<file path="config.mk">
export PLATFORM = sky130hd
export DESIGN_NAME = writeback_stage_flat
export DESIGN_NICKNAME = d
export VERILOG_FILES = /design/src/verilog/pipe_ctrl_pkg.sv /design/src/verilog/datapath_pkg.sv /design/src/verilog/stage_if.sv /design/src/verilog/writeback_stage.sv /design/src/flat_wrapper.sv
export VERILOG_INCLUDE_DIRS = /design/src /design/src/verilog
export SDC_FILE = /design/constraint.sdc
export NUM_CORES = 1
export LEC_CHECK = 0
export ABC_CLOCK_PERIOD_IN_PS = 800
export BUFFER_PORTS_ARGS = -buffer_cell sky130_fd_sc_hd__buf_2
export CAP_MARGIN = 20
export CORE_MARGIN = 10
export CORE_UTILIZATION = 35
export CTS_CLUSTER_SIZE = 28
export DETAILED_ROUTE_END_ITERATION = 7
export GPL_ROUTABILITY_DRIVEN = 0
export PLACE_DENSITY = 0.8
export REMOVE_ABC_BUFFERS = 1
export SETUP_SLACK_MARGIN = 0.02
export SYNTH_ARGS = -nofsm -noshare
export SYNTH_HDL_FRONTEND = slang
export SYNTH_SLANG_ARGS = --single-unit
</file>
<file path="constraint.sdc">
create_clock -name clk -period 0.8 [get_ports clk]
set_input_delay 0.04 -clock clk [delete_from_list [all_inputs] [get_ports clk]]
set_output_delay 0.04 -clock clk [all_outputs]
set_load 0.05 [all_outputs]
</file>
<file path="src/verilog/mem_wb_settings.svh">
`ifndef MEM_WB_SETTINGS_SVH
`define MEM_WB_SETTINGS_SVH

// Depth of the data RAM in 32-bit words
`define MEM_WORDS   256

// Width of the word index, log2 of the depth
`define MEM_INDEX_W 8

`endif
</file>
<file path="src/verilog/pipe_ctrl_pkg.sv">
package pipe_ctrl_pkg;

    typedef logic [4:0] reg_idx_t;               // Register file index
    typedef logic [1:0] wb_sel_t;                // Write-back result selector

    // Result sources for write-back
    localparam wb_sel_t WB_ALU  = 2'd0;
    localparam wb_sel_t WB_LOAD = 2'd1;
    localparam wb_sel_t WB_LINK = 2'd2;          // Code 3 falls back to the ALU value

    localparam reg_idx_t ZERO_REG = 5'd0;        // Hardwired zero register

endpackage

</file>
<file path="src/verilog/datapath_pkg.sv">
`include "mem_wb_settings.svh"

package datapath_pkg;

    typedef logic [31:0] word_t;                   // Data word for ALU, store and load values
    typedef logic [31:0] addr_t;                   // Byte address

    typedef logic [`MEM_INDEX_W-1:0] mem_index_t;  // Word index into the data RAM

    // Low address bits that select a byte inside a word
    localparam int BYTE_OFS_W = 2;

endpackage

</file>
<file path="src/verilog/stage_if.sv">
`timescale 1ns/1ps

interface stage_if
    import datapath_pkg::*, pipe_ctrl_pkg::*;
();

    logic     valid;        // Fields below count only while this is high
    addr_t    alu_result;   // ALU value or memory byte address
    word_t    store_data;   // Store data toward MEM and load data toward WB
    addr_t    link_addr;    // Return address for jump-and-link
    logic     mem_read;
    logic     mem_write;
    logic     reg_write;
    reg_idx_t reg_dest;
    wb_sel_t  wb_sel;
    logic     pc_src;       // Branch or jump taken

    // Producing stage
    modport src (
        output valid, alu_result, store_data, link_addr,
        output mem_read, mem_write, reg_write, reg_dest,
        output wb_sel, pc_src
    );

    // Consuming stage
    modport dst (
        input valid, alu_result, store_data, link_addr,
        input mem_read, mem_write, reg_write, reg_dest,
        input wb_sel, pc_src
    );

endinterface

</file>
<file path="src/verilog/writeback_stage.sv">
`timescale 1ns/1ps

module writeback_stage
    import datapath_pkg::*, pipe_ctrl_pkg::*;
(
    input  logic     clk,
    input  logic     rst,
    stage_if.dst     mem,          // Bundle from the memory stage
    output logic     wb_valid,
    output logic     rf_we,
    output reg_idx_t rf_waddr,
    output word_t    rf_wdata,
    output logic     pc_redirect
);

    word_t result;
    logic  we_next;

    always_comb
    begin
        case (mem.wb_sel)
            WB_ALU:  result = mem.alu_result;
            WB_LOAD: result = mem.store_data;
            WB_LINK: result = mem.link_addr;
            default: result = mem.alu_result;  // Unused code
        endcase
    end

    // Writes to the zero register are dropped here
    assign we_next = mem.valid & mem.reg_write & (mem.reg_dest != ZERO_REG);

    always_ff @(posedge clk or posedge rst)
    begin
        if (rst)
        begin
            wb_valid    <= 1'b0;
            rf_we       <= 1'b0;
            pc_redirect <= 1'b0;
        end
        else
        begin
            wb_valid    <= mem.valid;               // One pulse per retired bundle
            rf_we       <= we_next;
            pc_redirect <= mem.valid & mem.pc_src;
        end
    end

    always_ff @(posedge clk)
    begin
        rf_waddr <= mem.reg_dest;
        rf_wdata <= result;
    end

endmodule

</file>
<file path="src/flat_wrapper.sv">
// flat-port wrapper written by rule: the top's interface ports become plain ports
module writeback_stage_flat import datapath_pkg::*, pipe_ctrl_pkg::*;
  (clk, rst, wb_valid, rf_we, rf_waddr, rf_wdata, pc_redirect, mem_valid, mem_alu_result, mem_store_data, mem_link_addr, mem_mem_read, mem_mem_write, mem_reg_write, mem_reg_dest, mem_wb_sel, mem_pc_src);
  stage_if mem_i ();
  input  logic clk;
  input  logic rst;
  output logic wb_valid;
  output logic rf_we;
  output reg_idx_t rf_waddr;
  output word_t rf_wdata;
  output logic pc_redirect;
  input wire logic [$bits(mem_i.valid)-1:0] mem_valid;
  input wire logic [$bits(mem_i.alu_result)-1:0] mem_alu_result;
  input wire logic [$bits(mem_i.store_data)-1:0] mem_store_data;
  input wire logic [$bits(mem_i.link_addr)-1:0] mem_link_addr;
  input wire logic [$bits(mem_i.mem_read)-1:0] mem_mem_read;
  input wire logic [$bits(mem_i.mem_write)-1:0] mem_mem_write;
  input wire logic [$bits(mem_i.reg_write)-1:0] mem_reg_write;
  input wire logic [$bits(mem_i.reg_dest)-1:0] mem_reg_dest;
  input wire logic [$bits(mem_i.wb_sel)-1:0] mem_wb_sel;
  input wire logic [$bits(mem_i.pc_src)-1:0] mem_pc_src;
  assign mem_i.valid = mem_valid;
  assign mem_i.alu_result = mem_alu_result;
  assign mem_i.store_data = mem_store_data;
  assign mem_i.link_addr = mem_link_addr;
  assign mem_i.mem_read = mem_mem_read;
  assign mem_i.mem_write = mem_mem_write;
  assign mem_i.reg_write = mem_reg_write;
  assign mem_i.reg_dest = mem_reg_dest;
  assign mem_i.wb_sel = mem_wb_sel;
  assign mem_i.pc_src = mem_pc_src;
  writeback_stage u_core (.clk(clk), .rst(rst), .mem(mem_i), .wb_valid(wb_valid), .rf_we(rf_we), .rf_waddr(rf_waddr), .rf_wdata(rf_wdata), .pc_redirect(pc_redirect));
endmodule
</file>
## After elaboration in Yosys (flattened, before gate mapping)

Index checks and enable logic that the tools add are counted.

| storage, ports and cells | value |
|---|---|
| flip-flop bits (word level) | 40 |
| input bits | 110 |
| output and inout bits | 40 |
| word-level logic and storage cells | 12 |

| cells by class | value |
|---|---|
| eq/ne operators | 2 |
| muxes and demuxes | 1 |
| bitwise logic cells | 3 |
| reduce and logical (&&, ||, !) cells | 1 |

Operators with widths:

| kind | number |
|---|---|
| $pmux W32 S2 | 1 |
| $reduce_bool A5 Y1 | 1 |
| $and A1 B1 Y1 | 3 |
| $eq A2 B1 Y1 const B | 1 |
| $eq A2 B2 Y1 const B | 1 |

## Logic depth before layout (Yosys ltp)

| depth | value |
|---|---|
| word-level depth | 2 |
| gate-level depth with buffers | 6 |
| gate-level depth less buffers | 4 |

## Worst setup path before layout

OpenSTA, ideal clock, no wires.

| path | value |
|---|---|
| path type | input to register |
| start | in mem_wb_sel[0] |
| end | reg u_core.rf_wdata[21] |
| library setup time | 0.074 ns |
| arrival | 0.855 ns |
| required time | 0.726 ns |
| path slack | -0.129 ns |
| cell stages on the path | 6 |
| cells stage by stage | inv_1 -> ha_1 -> buf_2 -> clkbuf_1 -> nand2_1 -> o21ai_0 |

| on the way | value |
|---|---|
| cells in the longest elaborated chain, start to end | 2 |
| elaborated cells between the ends (all ways) | 3 |

RTL lines:

| what | line | RTL |
|---|---|---|
| start: declaration | flat_wrapper.sv:20 | `input wire logic [$bits(mem_i.wb_sel)-1:0] mem_wb_sel;` |
| $eq A2 B2 Y1 / $eq A2 B1 Y1 (equally long branches) | writeback_stage.sv:21 | `case (mem.wb_sel)` |
| $pmux W32 S2 * | writeback_stage.sv:21 |  |
| via u_core.result[21] | writeback_stage.sv:16 | `word_t result;` |
| end signal: assignment | writeback_stage.sv:51 | `rf_wdata <= result;` |
| end: declaration | writeback_stage.sv:12 | `output word_t rf_wdata,` |

Mark *: on every way through the listed nets, which the timed path passes. The rest lies on a longest branch.

## Final worst setup path

| path | value |
|---|---|
| start | reg u_core.rf_we |
| end | out rf_we |

RTL lines:

| what | line | RTL |
|---|---|---|
| start: declaration | writeback_stage.sv:10 | `output logic rf_we,` |
| start signal: assignment | writeback_stage.sv:43 | `rf_we <= we_next;` |
| end: declaration | flat_wrapper.sv:8 | `output logic rf_we;` |

No word-level cell between the ends.

==> impl_metrics.ini <==
[timing]
hold_slack_ns = 0.03078
fin_crit_ns = 0.8943
drv_slew = 0
max-slew-margin-rel = 0.8435
worstMarginPinSlew_ns = 0.2323
setup_viol = 28
hold_viol_final = 0
setup_ws_ns = -0.09434
rsz0062_at_grt = yes
max_freq_mhz = 1118
fin_crit_sh = 1.118

[routing]
drtIter0Drc = 137
wl_per_cell_um = 19.21
ant_nets = 0
avgViaCountPerCell = 5.053
via_count = 2016
drt-total-wl_um = 7666
drc = 0
dr.pass1.iters = 4

[outcome]
status = finished with violations
violations = negative setup slack

[setup_path]
critPathTopFamily = flip-flops
crit_slowest_cell = dfrtp_1
critPathArrivalTime_ns = 0.85
worstSetupStartpointType = flip-flop
cp-end-kind = primary output
required_ns = 0.76
cp_num_buf_inv = 1
slowest_delay_ns = 0.40
crit_fanout = 1
critPathKind = flip-flop to primary output
crit_chain = buf_6

[floorplan]
dieArea_um2 = 7137
core-area_um2 = 4000
die_x_um = 84.48
io_pins = 150
start_util = 0.3638
rows = 23
fp.dieH_um = 84.48

[pwr]
leakage_nw = 1.544
p_sw_mw = 2.076
combPwrFrac = 0.361
sw_frac_of_total = 0.3304
pwr-share-seq = 0.380
power_density_nw_per_um2 = 1922
p_int_mw = 4.208
ir_drop_uv = 1086
p_clk_frac = 0.259

[cells_and_area]
nets = 457
seqCellArea_um2 = 862.1
multiInputGateArea_um2 = 580.6
final_cells = 399
fin_area_um2 = 3269
drive_gt1_frac = 0.5809
area_delta_synth_final_pct = 124.7
nFillCells = 218

[job]
maxCapViolCount = 0

[yosys]
synth_top_family_by_area = compound AO/OA/AOI/OAI gates
synth_compound_area_frac = 0.2820
yosys_warnings = 0
syn_inst = 157
yosysTopAreaCell = dfxtp_1
yosys.area_share.adder = 0.01720
syn-cell-area_um2 = 1455
synth-xor-area-share = 0
synth-seq-cells = 40
synthMuxAreaShare = 0
seq_area_frac_synth = 0.5606
yosys-top-cells-area = dfxtp_1 51%, a22oi_1 17%, o21ai_0 11%, nand2_1 8.3%, dfrtp_1 5.2%
avgSynthCellArea_um2 = 9.268
synth.distinct_cells = 12
synth-simple-area-share = 0.09114
netlist.area_leader.share = 0.5090

[clock_tree]
cts_setup_buffers = 0
cts.clk_slew.worst_paths_ns = 0.09
cts_made_buffers = 5
cts-root-buf = clkbuf_8
cts_buffer_depth = 2
htreeDepth = 2
cts_sinks = 40
cts_tree = done

[placement]
dp_slack_ns = -0.1916
post-dp-hpwl_um = 4663
port_buffers = 147
dpl.cell_count = 347
placed_cell_area_um2 = 2291

[global_routing]
antenna_found_initial = 3
grtUsageTotal = 0.2033
grt_pass1_wl_um = 11690
grt_pass1_vias = 2199
grt_max_degree = 35
grt_overflow_total = 0

[min_path]
min_path_type = primary input to flip-flop
## per-layer routing
metal / wire length, um / track usage / part of all wire / vias up
li1: - / - / - / 936
met1: 2877 / 0.2103 / 0.38 / 935
met2: 3947 / 0.3596 / 0.51 / 127
met3: 653 / 0.07633 / 0.085 / 18
met4: 188 / 0.08383 / 0.025 / 0
met5: 0 / 0 / 0 / -
## cell usage after synthesis
cell and count:
dfxtp_1 37, a22oi_1 32, nand2_1 32, o21ai_0 32, buf_2 9, clkbuf_1 4, dfrtp_1 3, inv_1 3
ha_1 2, and2_1 1, o311a_1 1, or3_1 1
## stage by stage
step	utilization	power, mW	TNS [ns]
global route	0.8173	6.540	-1.655
CTS	0.8120	6.239	-0.5510
detailed placement	0.5727	3.944	-5.049
finish	0.8173	6.284	-0.5219
floorplan	-	3.310	-21.02
global placement	0.5727	3.910	-4.038
## power by group through the flow
| stage | Clock, mW | Sequential [mW] | Combinational (mW) |
|---|---|---|---|
| 5_1_grt | 1.76 | 2.41 | 2.37 |
| 4_1_cts | 1.65 | 2.37 | 2.21 |
| 3_3_place_gp | 0 | 2.28 | 1.63 |
| 2_1_floorplan | 0 | 3.04 | 0.275 |
| 6_report | 1.63 | 2.38 | 2.27 |
| 3_5_place_dp | 0 | 2.29 | 1.65 |
## cell usage in the layout, fill, tap and decap left out
| cell | count |
|---|---|
| buf_2 | 107 |
| dlygate4sd3_1 | 41 |
| buf_8 | 37 |
| dfxtp_2 | 37 |
| nand2_1 | 32 |
| o21ai_0 | 32 |
| a22oi_1 | 30 |
| clkbuf_8 | 5 |
| buf_6 | 4 |
| buf_12 | 4 |
| diode_2 | 3 |
| inv_1 | 3 |
| dfrtp_1 | 3 |
| a22oi_2 | 2 |
| or3_1 | 1 |
| o311a_1 | 1 |
| and2_1 | 1 |
| ha_2 | 1 |
| ha_1 | 1 |
| clkinvlp_4 | 1 |
| bufinv_16 | 1 |
| clkinv_2 | 1 |
| buf_4 | 1 |
## path summary, 6_finish.rpt
kind / start / cells past startpoint / endpoint
min: mem_reg_dest[4] / 2 / u_core.rf_we$_DFF_PP0_
max: u_core.rf_we$_DFF_PP0_ / 1 / rf_we
max in group asynchronous: rst / 3 / u_core.pc_redirect$_DFF_PP0_
min in group asynchronous: rst / 3 / u_core.rf_we$_DFF_PP0_
## final cells by class
class | count | share of cell area
multi-input cells | 101 | 0.1776
diodes | 3 | 0.002296
repair buffers | 194 | 0.4998
clock buffers | 5 | 0.02105
inverters | 3 | 0.003444
clock inverters | 3 | 0.01301
flip-flops and latches | 40 | 0.2637
well taps | 50 | 0.01914
## cells by family after synthesis
family	count (synthesis)
adders and majority gates	2
buffers and inverters	16
DFF	40
AOI/OAI and AO/OA	65
and+or+nand+nor	34
## repair_timing
action                                  4_1_cts  5_1_grt
hold buffers                                 41        0
resized for setup                           154        3
hold endpoints to repair                     43        0
endpoints found under the setup margin       40       42
## flip-flops by register name, indices dropped and copies added (netlist names)
signal / flops
u_core.wb_valid: 1
u_core.pc_redirect: 1
u_core.rf_waddr: 5
u_core.rf_wdata: 32
u_core.rf_we: 1
Power figures use the tool's default switching activity.
