File: config.mk
export PLATFORM = sky130hd
export DESIGN_NAME = memory_stage_flat
export DESIGN_NICKNAME = d
export VERILOG_FILES = /design/src/verilog/pipe_ctrl_pkg.sv /design/src/verilog/datapath_pkg.sv /design/src/verilog/stage_if.sv /design/src/verilog/memory_stage.sv /design/src/flat_wrapper.sv
export VERILOG_INCLUDE_DIRS = /design/src /design/src/verilog
export SDC_FILE = /design/constraint.sdc
export NUM_CORES = 1
export LEC_CHECK = 0
export BUFFER_PORTS_ARGS = -buffer_cell sky130_fd_sc_hd__buf_2
export CORE_MARGIN = 10
export CORE_UTILIZATION = 39
export CTS_CLUSTER_SIZE = 20
export DETAILED_ROUTE_END_ITERATION = 10
export PLACE_DENSITY = 0.81
export SYNTH_ARGS = -nofsm -noshare
export SYNTH_HDL_FRONTEND = slang
export SYNTH_SLANG_ARGS = --single-unit
File: constraint.sdc
create_clock -name clk -period 1.2 [get_ports clk]
set_clock_uncertainty 0.1 [all_clocks]
set_input_delay 0.18 -clock clk [delete_from_list [all_inputs] [get_ports clk]]
set_output_delay 0.18 -clock clk [all_outputs]
set_load 0.1 [all_outputs]
File: src/verilog/mem_wb_settings.svh
`ifndef MEM_WB_SETTINGS_SVH
`define MEM_WB_SETTINGS_SVH

// Depth of the data RAM in 32-bit words
`define MEM_WORDS   256

// Width of the word index, log2 of the depth
`define MEM_INDEX_W 8

`endif
File: src/verilog/pipe_ctrl_pkg.sv
package pipe_ctrl_pkg;

    typedef logic [4:0] reg_idx_t;               // Register file index
    typedef logic [1:0] wb_sel_t;                // Write-back result selector

    // Result sources for write-back
    localparam wb_sel_t WB_ALU  = 2'd0;
    localparam wb_sel_t WB_LOAD = 2'd1;
    localparam wb_sel_t WB_LINK = 2'd2;          // Code 3 falls back to the ALU value

    localparam reg_idx_t ZERO_REG = 5'd0;        // Hardwired zero register

endpackage

File: src/verilog/datapath_pkg.sv
`include "mem_wb_settings.svh"

package datapath_pkg;

    typedef logic [31:0] word_t;                   // Data word for ALU, store and load values
    typedef logic [31:0] addr_t;                   // Byte address

    typedef logic [`MEM_INDEX_W-1:0] mem_index_t;  // Word index into the data RAM

    // Low address bits that select a byte inside a word
    localparam int BYTE_OFS_W = 2;

endpackage

File: src/verilog/stage_if.sv
`timescale 1ns/1ps

interface stage_if
    import datapath_pkg::*, pipe_ctrl_pkg::*;
();

    logic     valid;        // Fields below count only while this is high
    addr_t    alu_result;   // ALU value or memory byte address
    word_t    store_data;   // Store data toward MEM and load data toward WB
    addr_t    link_addr;    // Return address for jump-and-link
    logic     mem_read;
    logic     mem_write;
    logic     reg_write;
    reg_idx_t reg_dest;
    wb_sel_t  wb_sel;
    logic     pc_src;       // Branch or jump taken

    // Producing stage
    modport src (
        output valid, alu_result, store_data, link_addr,
        output mem_read, mem_write, reg_write, reg_dest,
        output wb_sel, pc_src
    );

    // Consuming stage
    modport dst (
        input valid, alu_result, store_data, link_addr,
        input mem_read, mem_write, reg_write, reg_dest,
        input wb_sel, pc_src
    );

endinterface

File: src/verilog/memory_stage.sv
`timescale 1ns/1ps

module memory_stage
    import datapath_pkg::*, pipe_ctrl_pkg::*;
(
    input  logic       clk,
    input  logic       rst,
    stage_if.dst       ex,           // Bundle from execute
    stage_if.src       wb,           // Bundle toward write-back
    output mem_index_t ram_index,
    output word_t      ram_wdata,
    output logic       ram_we,
    input  word_t      ram_rdata
);

    logic     req_valid;
    logic     req_mem_read;
    logic     req_mem_write;
    logic     req_reg_write;
    logic     req_pc_src;
    addr_t    req_alu;
    word_t    req_sdata;
    addr_t    req_link;
    reg_idx_t req_dest;
    wb_sel_t  req_wb_sel;

    logic     rsp_valid;
    logic     rsp_mem_read;
    logic     rsp_mem_write;
    logic     rsp_reg_write;
    logic     rsp_pc_src;
    addr_t    rsp_alu;
    addr_t    rsp_link;
    reg_idx_t rsp_dest;
    wb_sel_t  rsp_wb_sel;

    // EX/MEM register set that issues the RAM request
    always_ff @(posedge clk or posedge rst)
    begin
        if (rst)
        begin
            req_valid     <= 1'b0;
            req_mem_read  <= 1'b0;
            req_mem_write <= 1'b0;
            req_reg_write <= 1'b0;
            req_pc_src    <= 1'b0;
        end
        else
        begin
            req_valid     <= ex.valid;
            req_mem_read  <= ex.mem_read;
            req_mem_write <= ex.mem_write;
            req_reg_write <= ex.reg_write;
            req_pc_src    <= ex.pc_src;
        end
    end

    always_ff @(posedge clk)
    begin
        req_alu    <= ex.alu_result;
        req_sdata  <= ex.store_data;
        req_link   <= ex.link_addr;
        req_dest   <= ex.reg_dest;
        req_wb_sel <= ex.wb_sel;
    end

    assign ram_index = req_alu[BYTE_OFS_W +: $bits(mem_index_t)];  // Word aligned
    assign ram_wdata = req_sdata;
    assign ram_we    = req_valid & req_mem_write;                   // Only a valid store writes

    // Second set lines the bundle up with the registered RAM read
    always_ff @(posedge clk or posedge rst)
    begin
        if (rst)
        begin
            rsp_valid     <= 1'b0;
            rsp_mem_read  <= 1'b0;
            rsp_mem_write <= 1'b0;
            rsp_reg_write <= 1'b0;
            rsp_pc_src    <= 1'b0;
        end
        else
        begin
            rsp_valid     <= req_valid;
            rsp_mem_read  <= req_mem_read;
            rsp_mem_write <= req_mem_write;
            rsp_reg_write <= req_reg_write;
            rsp_pc_src    <= req_pc_src;
        end
    end

    always_ff @(posedge clk)
    begin
        rsp_alu    <= req_alu;
        rsp_link   <= req_link;
        rsp_dest   <= req_dest;
        rsp_wb_sel <= req_wb_sel;
    end

    assign wb.valid      = rsp_valid;
    assign wb.alu_result = rsp_alu;
    assign wb.store_data = rsp_mem_read ? ram_rdata : '0;  // Load data rides here
    assign wb.link_addr  = rsp_link;
    assign wb.mem_read   = rsp_mem_read;
    assign wb.mem_write  = rsp_mem_write;
    assign wb.reg_write  = rsp_reg_write;
    assign wb.reg_dest   = rsp_dest;
    assign wb.wb_sel     = rsp_wb_sel;
    assign wb.pc_src     = rsp_pc_src;

endmodule

File: src/flat_wrapper.sv
// flat-port wrapper written by rule: the top's interface ports become plain ports
module memory_stage_flat import datapath_pkg::*, pipe_ctrl_pkg::*;
  (clk, rst, ram_index, ram_wdata, ram_we, ram_rdata, ex_valid, ex_alu_result, ex_store_data, ex_link_addr, ex_mem_read, ex_mem_write, ex_reg_write, ex_reg_dest, ex_wb_sel, ex_pc_src, wb_valid, wb_alu_result, wb_store_data, wb_link_addr, wb_mem_read, wb_mem_write, wb_reg_write, wb_reg_dest, wb_wb_sel, wb_pc_src);
  stage_if ex_i ();
  stage_if wb_i ();
  input  logic clk;
  input  logic rst;
  output mem_index_t ram_index;
  output word_t ram_wdata;
  output logic ram_we;
  input  word_t ram_rdata;
  input wire logic [$bits(ex_i.valid)-1:0] ex_valid;
  input wire logic [$bits(ex_i.alu_result)-1:0] ex_alu_result;
  input wire logic [$bits(ex_i.store_data)-1:0] ex_store_data;
  input wire logic [$bits(ex_i.link_addr)-1:0] ex_link_addr;
  input wire logic [$bits(ex_i.mem_read)-1:0] ex_mem_read;
  input wire logic [$bits(ex_i.mem_write)-1:0] ex_mem_write;
  input wire logic [$bits(ex_i.reg_write)-1:0] ex_reg_write;
  input wire logic [$bits(ex_i.reg_dest)-1:0] ex_reg_dest;
  input wire logic [$bits(ex_i.wb_sel)-1:0] ex_wb_sel;
  input wire logic [$bits(ex_i.pc_src)-1:0] ex_pc_src;
  output wire logic [$bits(wb_i.valid)-1:0] wb_valid;
  output wire logic [$bits(wb_i.alu_result)-1:0] wb_alu_result;
  output wire logic [$bits(wb_i.store_data)-1:0] wb_store_data;
  output wire logic [$bits(wb_i.link_addr)-1:0] wb_link_addr;
  output wire logic [$bits(wb_i.mem_read)-1:0] wb_mem_read;
  output wire logic [$bits(wb_i.mem_write)-1:0] wb_mem_write;
  output wire logic [$bits(wb_i.reg_write)-1:0] wb_reg_write;
  output wire logic [$bits(wb_i.reg_dest)-1:0] wb_reg_dest;
  output wire logic [$bits(wb_i.wb_sel)-1:0] wb_wb_sel;
  output wire logic [$bits(wb_i.pc_src)-1:0] wb_pc_src;
  assign ex_i.valid = ex_valid;
  assign ex_i.alu_result = ex_alu_result;
  assign ex_i.store_data = ex_store_data;
  assign ex_i.link_addr = ex_link_addr;
  assign ex_i.mem_read = ex_mem_read;
  assign ex_i.mem_write = ex_mem_write;
  assign ex_i.reg_write = ex_reg_write;
  assign ex_i.reg_dest = ex_reg_dest;
  assign ex_i.wb_sel = ex_wb_sel;
  assign ex_i.pc_src = ex_pc_src;
  assign wb_valid = wb_i.valid;
  assign wb_alu_result = wb_i.alu_result;
  assign wb_store_data = wb_i.store_data;
  assign wb_link_addr = wb_i.link_addr;
  assign wb_mem_read = wb_i.mem_read;
  assign wb_mem_write = wb_i.mem_write;
  assign wb_reg_write = wb_i.reg_write;
  assign wb_reg_dest = wb_i.reg_dest;
  assign wb_wb_sel = wb_i.wb_sel;
  assign wb_pc_src = wb_i.pc_src;
  memory_stage u_core (.clk(clk), .rst(rst), .ex(ex_i), .wb(wb_i), .ram_index(ram_index), .ram_wdata(ram_wdata), .ram_we(ram_we), .ram_rdata(ram_rdata));
endmodule
## Yosys cells after proc, flatten, opt, wreduce, memory -nomap -nowiden

Cells that the tools add are included.

| cells by class | value |
|---|---|
| mux-type cells | 1 |
| bitwise gates (word level) | 1 |

Operator list:

| cell | count |
|---|---|
| 32-bit two-way mux | 1 |
| 1-bit AND | 1 |

| storage, ports and cells | value |
|---|---|
| register bits after elaboration | 184 |
| output and inout bits | 149 |
| word-level logic and storage cells | 21 |

## Longest topological paths before layout

Gate-level depths: netlist of the first run.

| logic depth | value |
|---|---|
| depth in word-level cells | 1 |
| gate-level depth with buffers | 2 |

## Worst setup path before layout of the first run

OpenSTA, ideal clock, no wires.

| timing | value |
|---|---|
| kind | flip-flop to output port |
| start | register u_core.rsp_mem_read, in the netlist u_core.wb.mem_read |
| end | output wb_store_data[0] |
| arrival time | 1.713 ns |
| path slack | -0.793 ns |
| stages on the path, launching flop included | 3 |
| buffers on the path | 1 |
| path through | dfrtp_1 clkbuf_2 and2_2 |

| between the ends | value |
|---|---|
| cells in the longest elaborated chain, start to end | 1 |

RTL lines:

| element | line | RTL |
|---|---|---|
| from (decl) | memory_stage.sv:28 | `logic rsp_mem_read;` |
| from (signal assigned) | memory_stage.sv:85 | `rsp_mem_read <= req_mem_read;` |
| 32-bit two-way mux | memory_stage.sv:102 | `assign wb.store_data = rsp_mem_read ? ram_rdata : '0;` |
| to (decl) | flat_wrapper.sv:24 | `output wire logic [$bits(wb_i.store_data)-1:0] wb_store_data;` |

Every way passes these cells.

## Worst setup path after layout of the first run

| timing | value |
|---|---|
| start | register u_core.rsp_mem_read, in the netlist u_core.wb.mem_read |
| end | output wb_store_data[6] |

The elaborated chain is that of the path after synthesis.

==> results of run 1 <==
[final timing paths]
check | from | cells past startpoint | end
worst max-delay path | u_core.wb.mem_read | 3 | wb_store_data[6]
worst min-delay path | rst | 3 | u_core.req_mem_write
worst max register to register | u_core.req_valid | 1 | u_core.wb.valid
worst min register to register | u_core.req_alu[13] | 0 | u_core.wb.alu_result[13]
max in group asynchronous | rst | 3 | u_core.wb.mem_read
min in group clk | ex_store_data[20] | 2 | u_core.ram_wdata[20]
[state kept, by name, indices dropped and copies added, names as in the netlist, 2 cells and up]
signal	count
u_core.wb.link_addr	32
u_core.req_link	32
u_core.wb.wb_sel	2
u_core.req_dest	5
u_core.wb.reg_dest	5
u_core.wb.alu_result	32
u_core.req_wb_sel	2
u_core.req_alu	32
u_core.ram_wdata	32
[per-stage QoR]
stage	TNS, ns	cell area (sq um)	instances	utilization, %	setup slack (ns)
3_3_place_gp	-1.761	7893	645	77.14	-0.1060
3_5_place_dp	-3.152	7893	645	77.14	-0.1332
4_1_cts	-35.97	9739	792	95.19	-0.6149
6_report	-34.90	9767	796	95.46	-0.6256
5_1_grt	-40.55	9764	795	95.44	-0.6652
2_1_floorplan	-8.040	4128	229	-	-0.2520
[layer usage]
metal | up-vias | track usage [%] | routed length [um]
met2 | 280 | 55.65 | 12840
met3 | 51 | 16.84 | 2907
met4 | 0 | 10.80 | 943
li1 | 1533 | - | -
met1 | 1717 | 24.33 | 6789
met5 | - | 0 | 0
[what timing repair did]
item	CTS	global route
pin swaps	1	1
hold buffers	109	0
hold endpoints to repair	118	0
setup buffers	6	0
setup endpoints to repair	149	149
gates cloned	0	0
gates resized for setup	116	5
[logic make-up after synthesis]
logic type / synth area share (%)
AND/OR/NAND/NOR: 6.073
buffers and inverters: 1.942
flip-flops: 91.99
[layout make-up]
type	instances	area, sq um
diodes	4	10.01
clock buffers	18	417.9
multi-input cells	33	289.0
inverters	1	3.754
clock inverters	14	128.9
flip-flops and latches	184	3886
repair buffers	406	4861
fillers	226	464.2
well taps	136	170.2
[synthesized netlist by cell type]
library cell  instances  area [sq um]
clkbuf_2              3         15.01
and2_1                1         6.260
and2_2               32         240.2
dfrtp_1              10         250.2
inv_1                 1         3.750
dfxtp_1             174          3483
buf_4                 8         60.06
[power breakdown]
part | switching (W) | internal, W | leakage [nW] | total, W
combinational | 0.00242 | 0.00149 | 2.59 | 0.00391
sequential | 0.000259 | 0.00648 | 1.59 | 0.00674
clock | 0.00271 | 0.00265 | 0.260 | 0.00536
[tightest hold or removal path, stage by stage]
cell and delay (ns):
dlygate4sd3_1 0.59, buf_2 0.14, inv_1 0.34
==> impl_metrics.ini, run 1 <==
[power]
power_w = 0.01601
ir_drop_uv = 1263
power.density_nw_per_um2 = 1639
leakage_nw = 4.434

[synthesis]
synth_area_per_cell_sq_um = 17.72
syn-cell-area_sq_um = 4059
yosysSeqAreaShare_pct = 91.99
yosysWarnings = 0
synth_cells = 229
synth_nets = 371
synthDistinctLibCells = 7
ys_seq_elements = 184

[sta]
max_freq_mhz = 547.8
hold_viol = 0
worst_slack_ns = -0.6256
fin_crit_sh_pct = 152.1
tightest_slew_ns = 0.4628
finalSetupViolCount = 149
drv_slew = 0
finalCriticalPeriod_ns = 1.826
slew_headroom_pct = 69.11
grt_setup_unrepaired = yes
fin_hold_ws_ns = 0.1908

[cells_and_area]
drive_above_1_share_pct = 72.10
num-nets-final = 785
layout_common_cells = buf_12, buf_2, dlygate4sd3_1, dfxtp_2, dfxtp_1
final_common_cell = buf_12
areaGrowthSynthToFinish_pct = 140.6

[critical_path]
required_ns = 0.92
critPathTopFamily = flip-flops
endpoint_kind = primary output
path_buf_inv = 2
slowest_stage = dfrtp_4
crit_arrival_ns = 1.55
cp-start-kind = flop
max_stage_delay_ns = 0.52
critical_path_class = reg -> out
worst-path-max-fanout = 5
worstPathCellList = buf_4 -> and2_4 -> buf_12
ff2ff_setup_slack_ns = 0.43

[global_routing]
grt_max_degree = 19
grt_usage_pct = 29.32
grt_first_pass_wirelength_mm = 30.99
antenna_found_initial = 4
grt_pass1_vias = 4290
overflow = 0

[cts]
cts_sinks = 184
cts_tree = done
htree_levels = 4
clock_latency_ns = 0.53
cts_max_path_buffers = 2
cts-buffers-inserted = 17
clk_pin_slew_ns = 0.08
clockRootBuffer = clkbuf_8

[floorplanning]
ios = 291
die_area_sq_um = 14890
die_w_um = 122.0
fp.coreArea_sq_um = 10230
rows = 37
start_util_pct = 39.67
die_h_um = 122.0

[run_status]
violations = setup timing
outcome = finished, violations left

[drt]
drt.antenna.violating_nets = 0
drt_iter0_drc = 212
route.detailed.wl_per_inst_um = 29.50
dr.pass1.iters = 4
via_per_inst = 4.499
vias = 3581
finalWirelength_mm = 23.48
drc_errors = 0

[placement]
port_buffers = 290
routabilityCongestion = 0.8996
hpwlAfterDp_mm = 13.27

[run]
drv_cap = 0

[min_path]
hp-class = in -> async
No activity file was read; power rests on OpenSTA's default activity.
==> inputs of run 2 (changes only) <==
- RECOVER_POWER: not set -> 100
==> run 2 against run 1 <==
  * The run still ends with setup timing left
  * Routed wire length up 0.30%
  * Cell area down 0.68%
  * Die area unchanged
  * Sequential share of layout area up 0.091 points
  * Clock-buffer cell count unchanged
  * Critical path type unchanged
  * Largest power group unchanged
  * Highest routed layer unchanged
==> impl_metrics.ini, run 2 (same netlist as run 1, synthesis figures left out) <==
[cells_and_area]
fillCellCount = 269
areaGrowthSynthToFinish_pct = 139.0
num-nets-final = 785
drive_above_1_share_pct = 64.94
layout_common_cells = buf_12, dlygate4sd3_1, dfxtp_2, buf_2, dfxtp_1
final_common_cell = buf_12

[drt]
dr.pass1.iters = 4
route.detailed.wl_per_inst_um = 29.59
finalWirelength_mm = 23.55
drt.antenna.violating_nets = 0
drc_errors = 0
vias = 3615
via_per_inst = 4.541
drt_iter0_drc = 216

[floorplanning]
start_util_pct = 39.67
ios = 291
die_area_sq_um = 14890
fp.coreArea_sq_um = 10230
die_h_um = 122.0
rows = 37
die_w_um = 122.0

[global_routing]
grt_max_degree = 19
grt_pass1_vias = 4290
grt_usage_pct = 29.32
grt_first_pass_wirelength_mm = 30.99
overflow = 0
antenna_found_initial = 4

[placement]
port_buffers = 290
hpwlAfterDp_mm = 13.27
routabilityCongestion = 0.8996
place_ws_ns = -0.1332

[sta]
hold_viol = 0
max_freq_mhz = 549.2
fin_crit_sh_pct = 151.7
finalSetupViolCount = 149
grt_setup_unrepaired = yes
drv_slew = 0
tightest_slew_ns = 0.4694
worst_slack_ns = -0.6207
finalCriticalPeriod_ns = 1.821
slew_headroom_pct = 68.67
tns_ns = -34.66

[run_status]
violations = setup timing
outcome = finished, violations left

[cts]
cts-buffers-inserted = 17
cts_max_path_buffers = 2
cts_tree = done
clockRootBuffer = clkbuf_8
clock_latency_ns = 0.52
cts_sinks = 184
htree_levels = 4
clk_pin_slew_ns = 0.08

[power]
ir_drop_uv = 1256
power.density_nw_per_um2 = 1649
leakage_nw = 4.326

[critical_path]
r2r-end = u_core.wb.valid
crit_arrival_ns = 1.54
required_ns = 0.92
worst-path-max-fanout = 5
endpoint_kind = primary output
worstReg2RegStart = u_core.req_valid
ff2ff_setup_slack_ns = 0.43
critical_path_class = reg -> out
cp-start-kind = flop
reg2reg_depth = 1

[min_path]
hp-class = in -> async

[run]
drv_cap = 0
## run 2: changes by cell type in the layout (fill, tap and decap cells not counted)
cell / change
buf_2: -40
buf_1: +1
dfxtp_2: -5
dfxtp_1: +8
buf_4: -1
clkbuf_2: +1
clkbuf_4: +1
dfxtp_4: -3
clkbuf_1: +38
## run 2: through the flow
step	total power, W	utilization (%)	area [sq um]	hold WS, ns	instances
floorplan	0.008730	-	4128	-0.07980	229
global placement	0.01021	77.14	7893	0.06046	645
detailed placement	0.01030	77.14	7893	0.09279	645
CTS	0.01575	95.19	9739	0.08962	792
global route	0.01636	94.79	9698	0.1630	795
finish	0.01599	94.81	9701	0.1783	796
## run 2: layout make-up
class                   count  area (sq um)  area share (%)
inverters                   1         3.754         0.03869
well taps                 136         170.2           1.754
flip-flops and latches    184          3869           39.88
diodes                      4         10.01          0.1032
repair buffers            406          4812           49.61
multi-input cells          33         289.0           2.979
clock buffers              18         417.9           4.308
clock inverters            14         128.9           1.329
## run 2: worst max path at each step
stage / startpoint / end / slack, ns / cells past startpoint
after floorplan: u_core.wb.mem_read / wb_store_data[0] / -0.25 / 2
after global placement: u_core.wb.mem_read / wb_store_data[27] / -0.11 / 2
after detailed placement: u_core.wb.mem_read / wb_store_data[27] / -0.13 / 2
after CTS: u_core.wb.mem_read / wb_store_data[23] / -0.61 / 3
after global routing: u_core.wb.mem_read / wb_store_data[23] / -0.67 / 3
final: u_core.wb.mem_read / wb_store_data[29] / -0.62 / 3
## run 2: routing by layer
layer,GRT usage (%),vias to the layer above,share of wire (%)
li1,-,1531,-
met1,24.33,1752,29
met2,55.65,282,54
met3,16.84,50,12
met4,10.80,0,4.3
met5,0,-,0
## run 2: what timing repair did
| item | in CTS | in global routing |
|---|---|---|
| pin swaps | 1 | 1 |
| setup buffers | 6 | 0 |
| gates resized for setup | 116 | 5 |
| setup endpoints to repair | 149 | 149 |
| endpoints found under the hold margin | 118 | 0 |
| hold buffers | 109 | 0 |
## run 2: worst max-delay path, stage by stage (launching register included)
cell and delay (ns):
dfrtp_4 0.52, buf_4 0.18, and2_4 0.17, buf_12 0.16
## run 2: power breakdown
part | leakage (nW) | internal, W | switching [W]
Combinational | 2.48 | 0.00147 | 0.00243
Sequential | 1.58 | 0.00648 | 0.000259
Clock | 0.260 | 0.00265 | 0.00270
==> inputs of run 3 (changes only) <==
- RECOVER_POWER: 100 -> 25
==> run 3 against run 2 <==
  * Cell area grew 0.67%
  * Sequential power is essentially flat
  * Largest power group unchanged
  * The run still ends with setup timing left
  * Maximum frequency shrank 0.27%
==> impl_metrics.ini, run 3 (same netlist as run 1, synthesis figures left out) <==
[placement]
hpwlAfterDp_mm = 13.27
dpl.cell_count = 645
port_buffers = 290
routabilityCongestion = 0.8996

[drt]
vias = 3581
via_per_inst = 4.499
drt_iter0_drc = 212
finalWirelength_mm = 23.48
drt.antenna.violating_nets = 0
dr.pass1.iters = 4
route.detailed.wl_per_inst_um = 29.50
drc_errors = 0

[sta]
fin_hold_ws_ns = 0.1908
grt_setup_unrepaired = yes
worst_slack_ns = -0.6256
drv_slew = 0
finalSetupViolCount = 149
fin_crit_sh_pct = 152.1
slew_headroom_pct = 69.11
hold_viol = 0
finalCriticalPeriod_ns = 1.826
tightest_slew_ns = 0.4628
max_freq_mhz = 547.8

[cts]
cts_sinks = 184
clock_latency_ns = 0.53
cts_tree = done
cts-buffers-inserted = 17
cts_max_path_buffers = 2
clockRootBuffer = clkbuf_8
clk_pin_slew_ns = 0.08
htree_levels = 4

[cells_and_area]
seq_area_sq_um = 3886
num-nets-final = 785
final_common_cell = buf_12
areaGrowthSynthToFinish_pct = 140.6
layout_common_cells = buf_12, buf_2, dlygate4sd3_1, dfxtp_2, dfxtp_1
drive_above_1_share_pct = 71.95
final_cells = 796
multi_input_area_sq_um = 289.0
fillCellCount = 227

[run]
drv_cap = 0

[power]
power.density_nw_per_um2 = 1639
ir_drop_uv = 1263
leakage_nw = 4.431

[floorplanning]
rows = 37
fp.coreArea_sq_um = 10230
ios = 291
die_area_sq_um = 14890
start_util_pct = 39.67
die_w_um = 122.0
die_h_um = 122.0

[global_routing]
grt_max_degree = 19
antenna_found_initial = 4
overflow = 0
grt_usage_pct = 29.32
grt_first_pass_wirelength_mm = 30.99
grt_pass1_vias = 4290

[critical_path]
endpoint_kind = primary output
reg2reg_depth = 1
critical_path_class = reg -> out
crit_arrival_ns = 1.55
worst-path-max-fanout = 5
cp-start-kind = flop
ff2ff_setup_slack_ns = 0.43
required_ns = 0.92

[min_path]
hp-class = in -> async

[run_status]
outcome = finished, violations left
violations = setup timing
==> run 3: final timing paths <==
| check | startpoint | end |
|---|---|---|
| worst max-delay path | u_core.wb.mem_read | wb_store_data[6] |
| worst min-delay path | rst | u_core.req_mem_write |
| worst max register to register | u_core.req_valid | u_core.wb.valid |
| worst min register to register | u_core.req_alu[13] | u_core.wb.alu_result[13] |
| max in group asynchronous | rst | u_core.wb.mem_read |
| min in group clk | ex_store_data[20] | u_core.ram_wdata[20] |
==> run 3: metrics by stage <==
stage                     TNS (ns)  setup WS (ns)  total power (W)  util, %  instance area (sq um)
after CTS                   -35.97        -0.6149          0.01575    95.19                   9739
final                       -34.90        -0.6256          0.01601    95.45                   9766
after global placement      -1.761        -0.1060          0.01021    77.14                   7893
after global routing        -40.55        -0.6652          0.01638    95.43                   9763
after floorplan             -8.040        -0.2520         0.008730        -                   4128
after detailed placement    -3.152        -0.1332          0.01030    77.14                   7893
==> run 3: where the power goes <==
group	internal [W]	leakage [nW]	switching, W
Sequential	0.00648	1.59	0.000259
Clock	0.00265	0.260	0.00271
Combinational	0.00149	2.59	0.00242
==> run 3: per-layer routing <==
| layer | wire (um) | GRT usage, % | vias to the layer above | part of all wire, % |
|---|---|---|---|---|
| li1 | - | - | 1533 | - |
| met3 | 2907 | 16.84 | 51 | 12 |
| met1 | 6789 | 24.33 | 1717 | 29 |
| met2 | 12840 | 55.65 | 280 | 55 |
| met4 | 943 | 10.80 | 0 | 4.0 |
| met5 | 0 | 0 | - | 0 |
==> run 3: critical path, cell delays in order (launching register included) <==
cell,delay [ns]
dfrtp_4,0.52
buf_4,0.18
and2_4,0.17
buf_12,0.16
==> run 3: timing repair <==
action | CTS | global route
buffers inserted | 6 | 0
endpoints found under the setup margin | 149 | 149
hold buffers | 109 | 0
endpoints found under the hold margin | 118 | 0
pin swaps | 1 | 1
resized for setup | 116 | 5
==> run 3: cell type report <==
class | count | area share (%)
inverter | 1 | 0.03844
clock buffer | 18 | 4.279
timing repair buffer | 406 | 49.76
multi-input combinational | 33 | 2.960
clock inverter | 14 | 1.320
tap | 136 | 1.742
antenna | 4 | 0.1025
sequential | 184 | 39.80
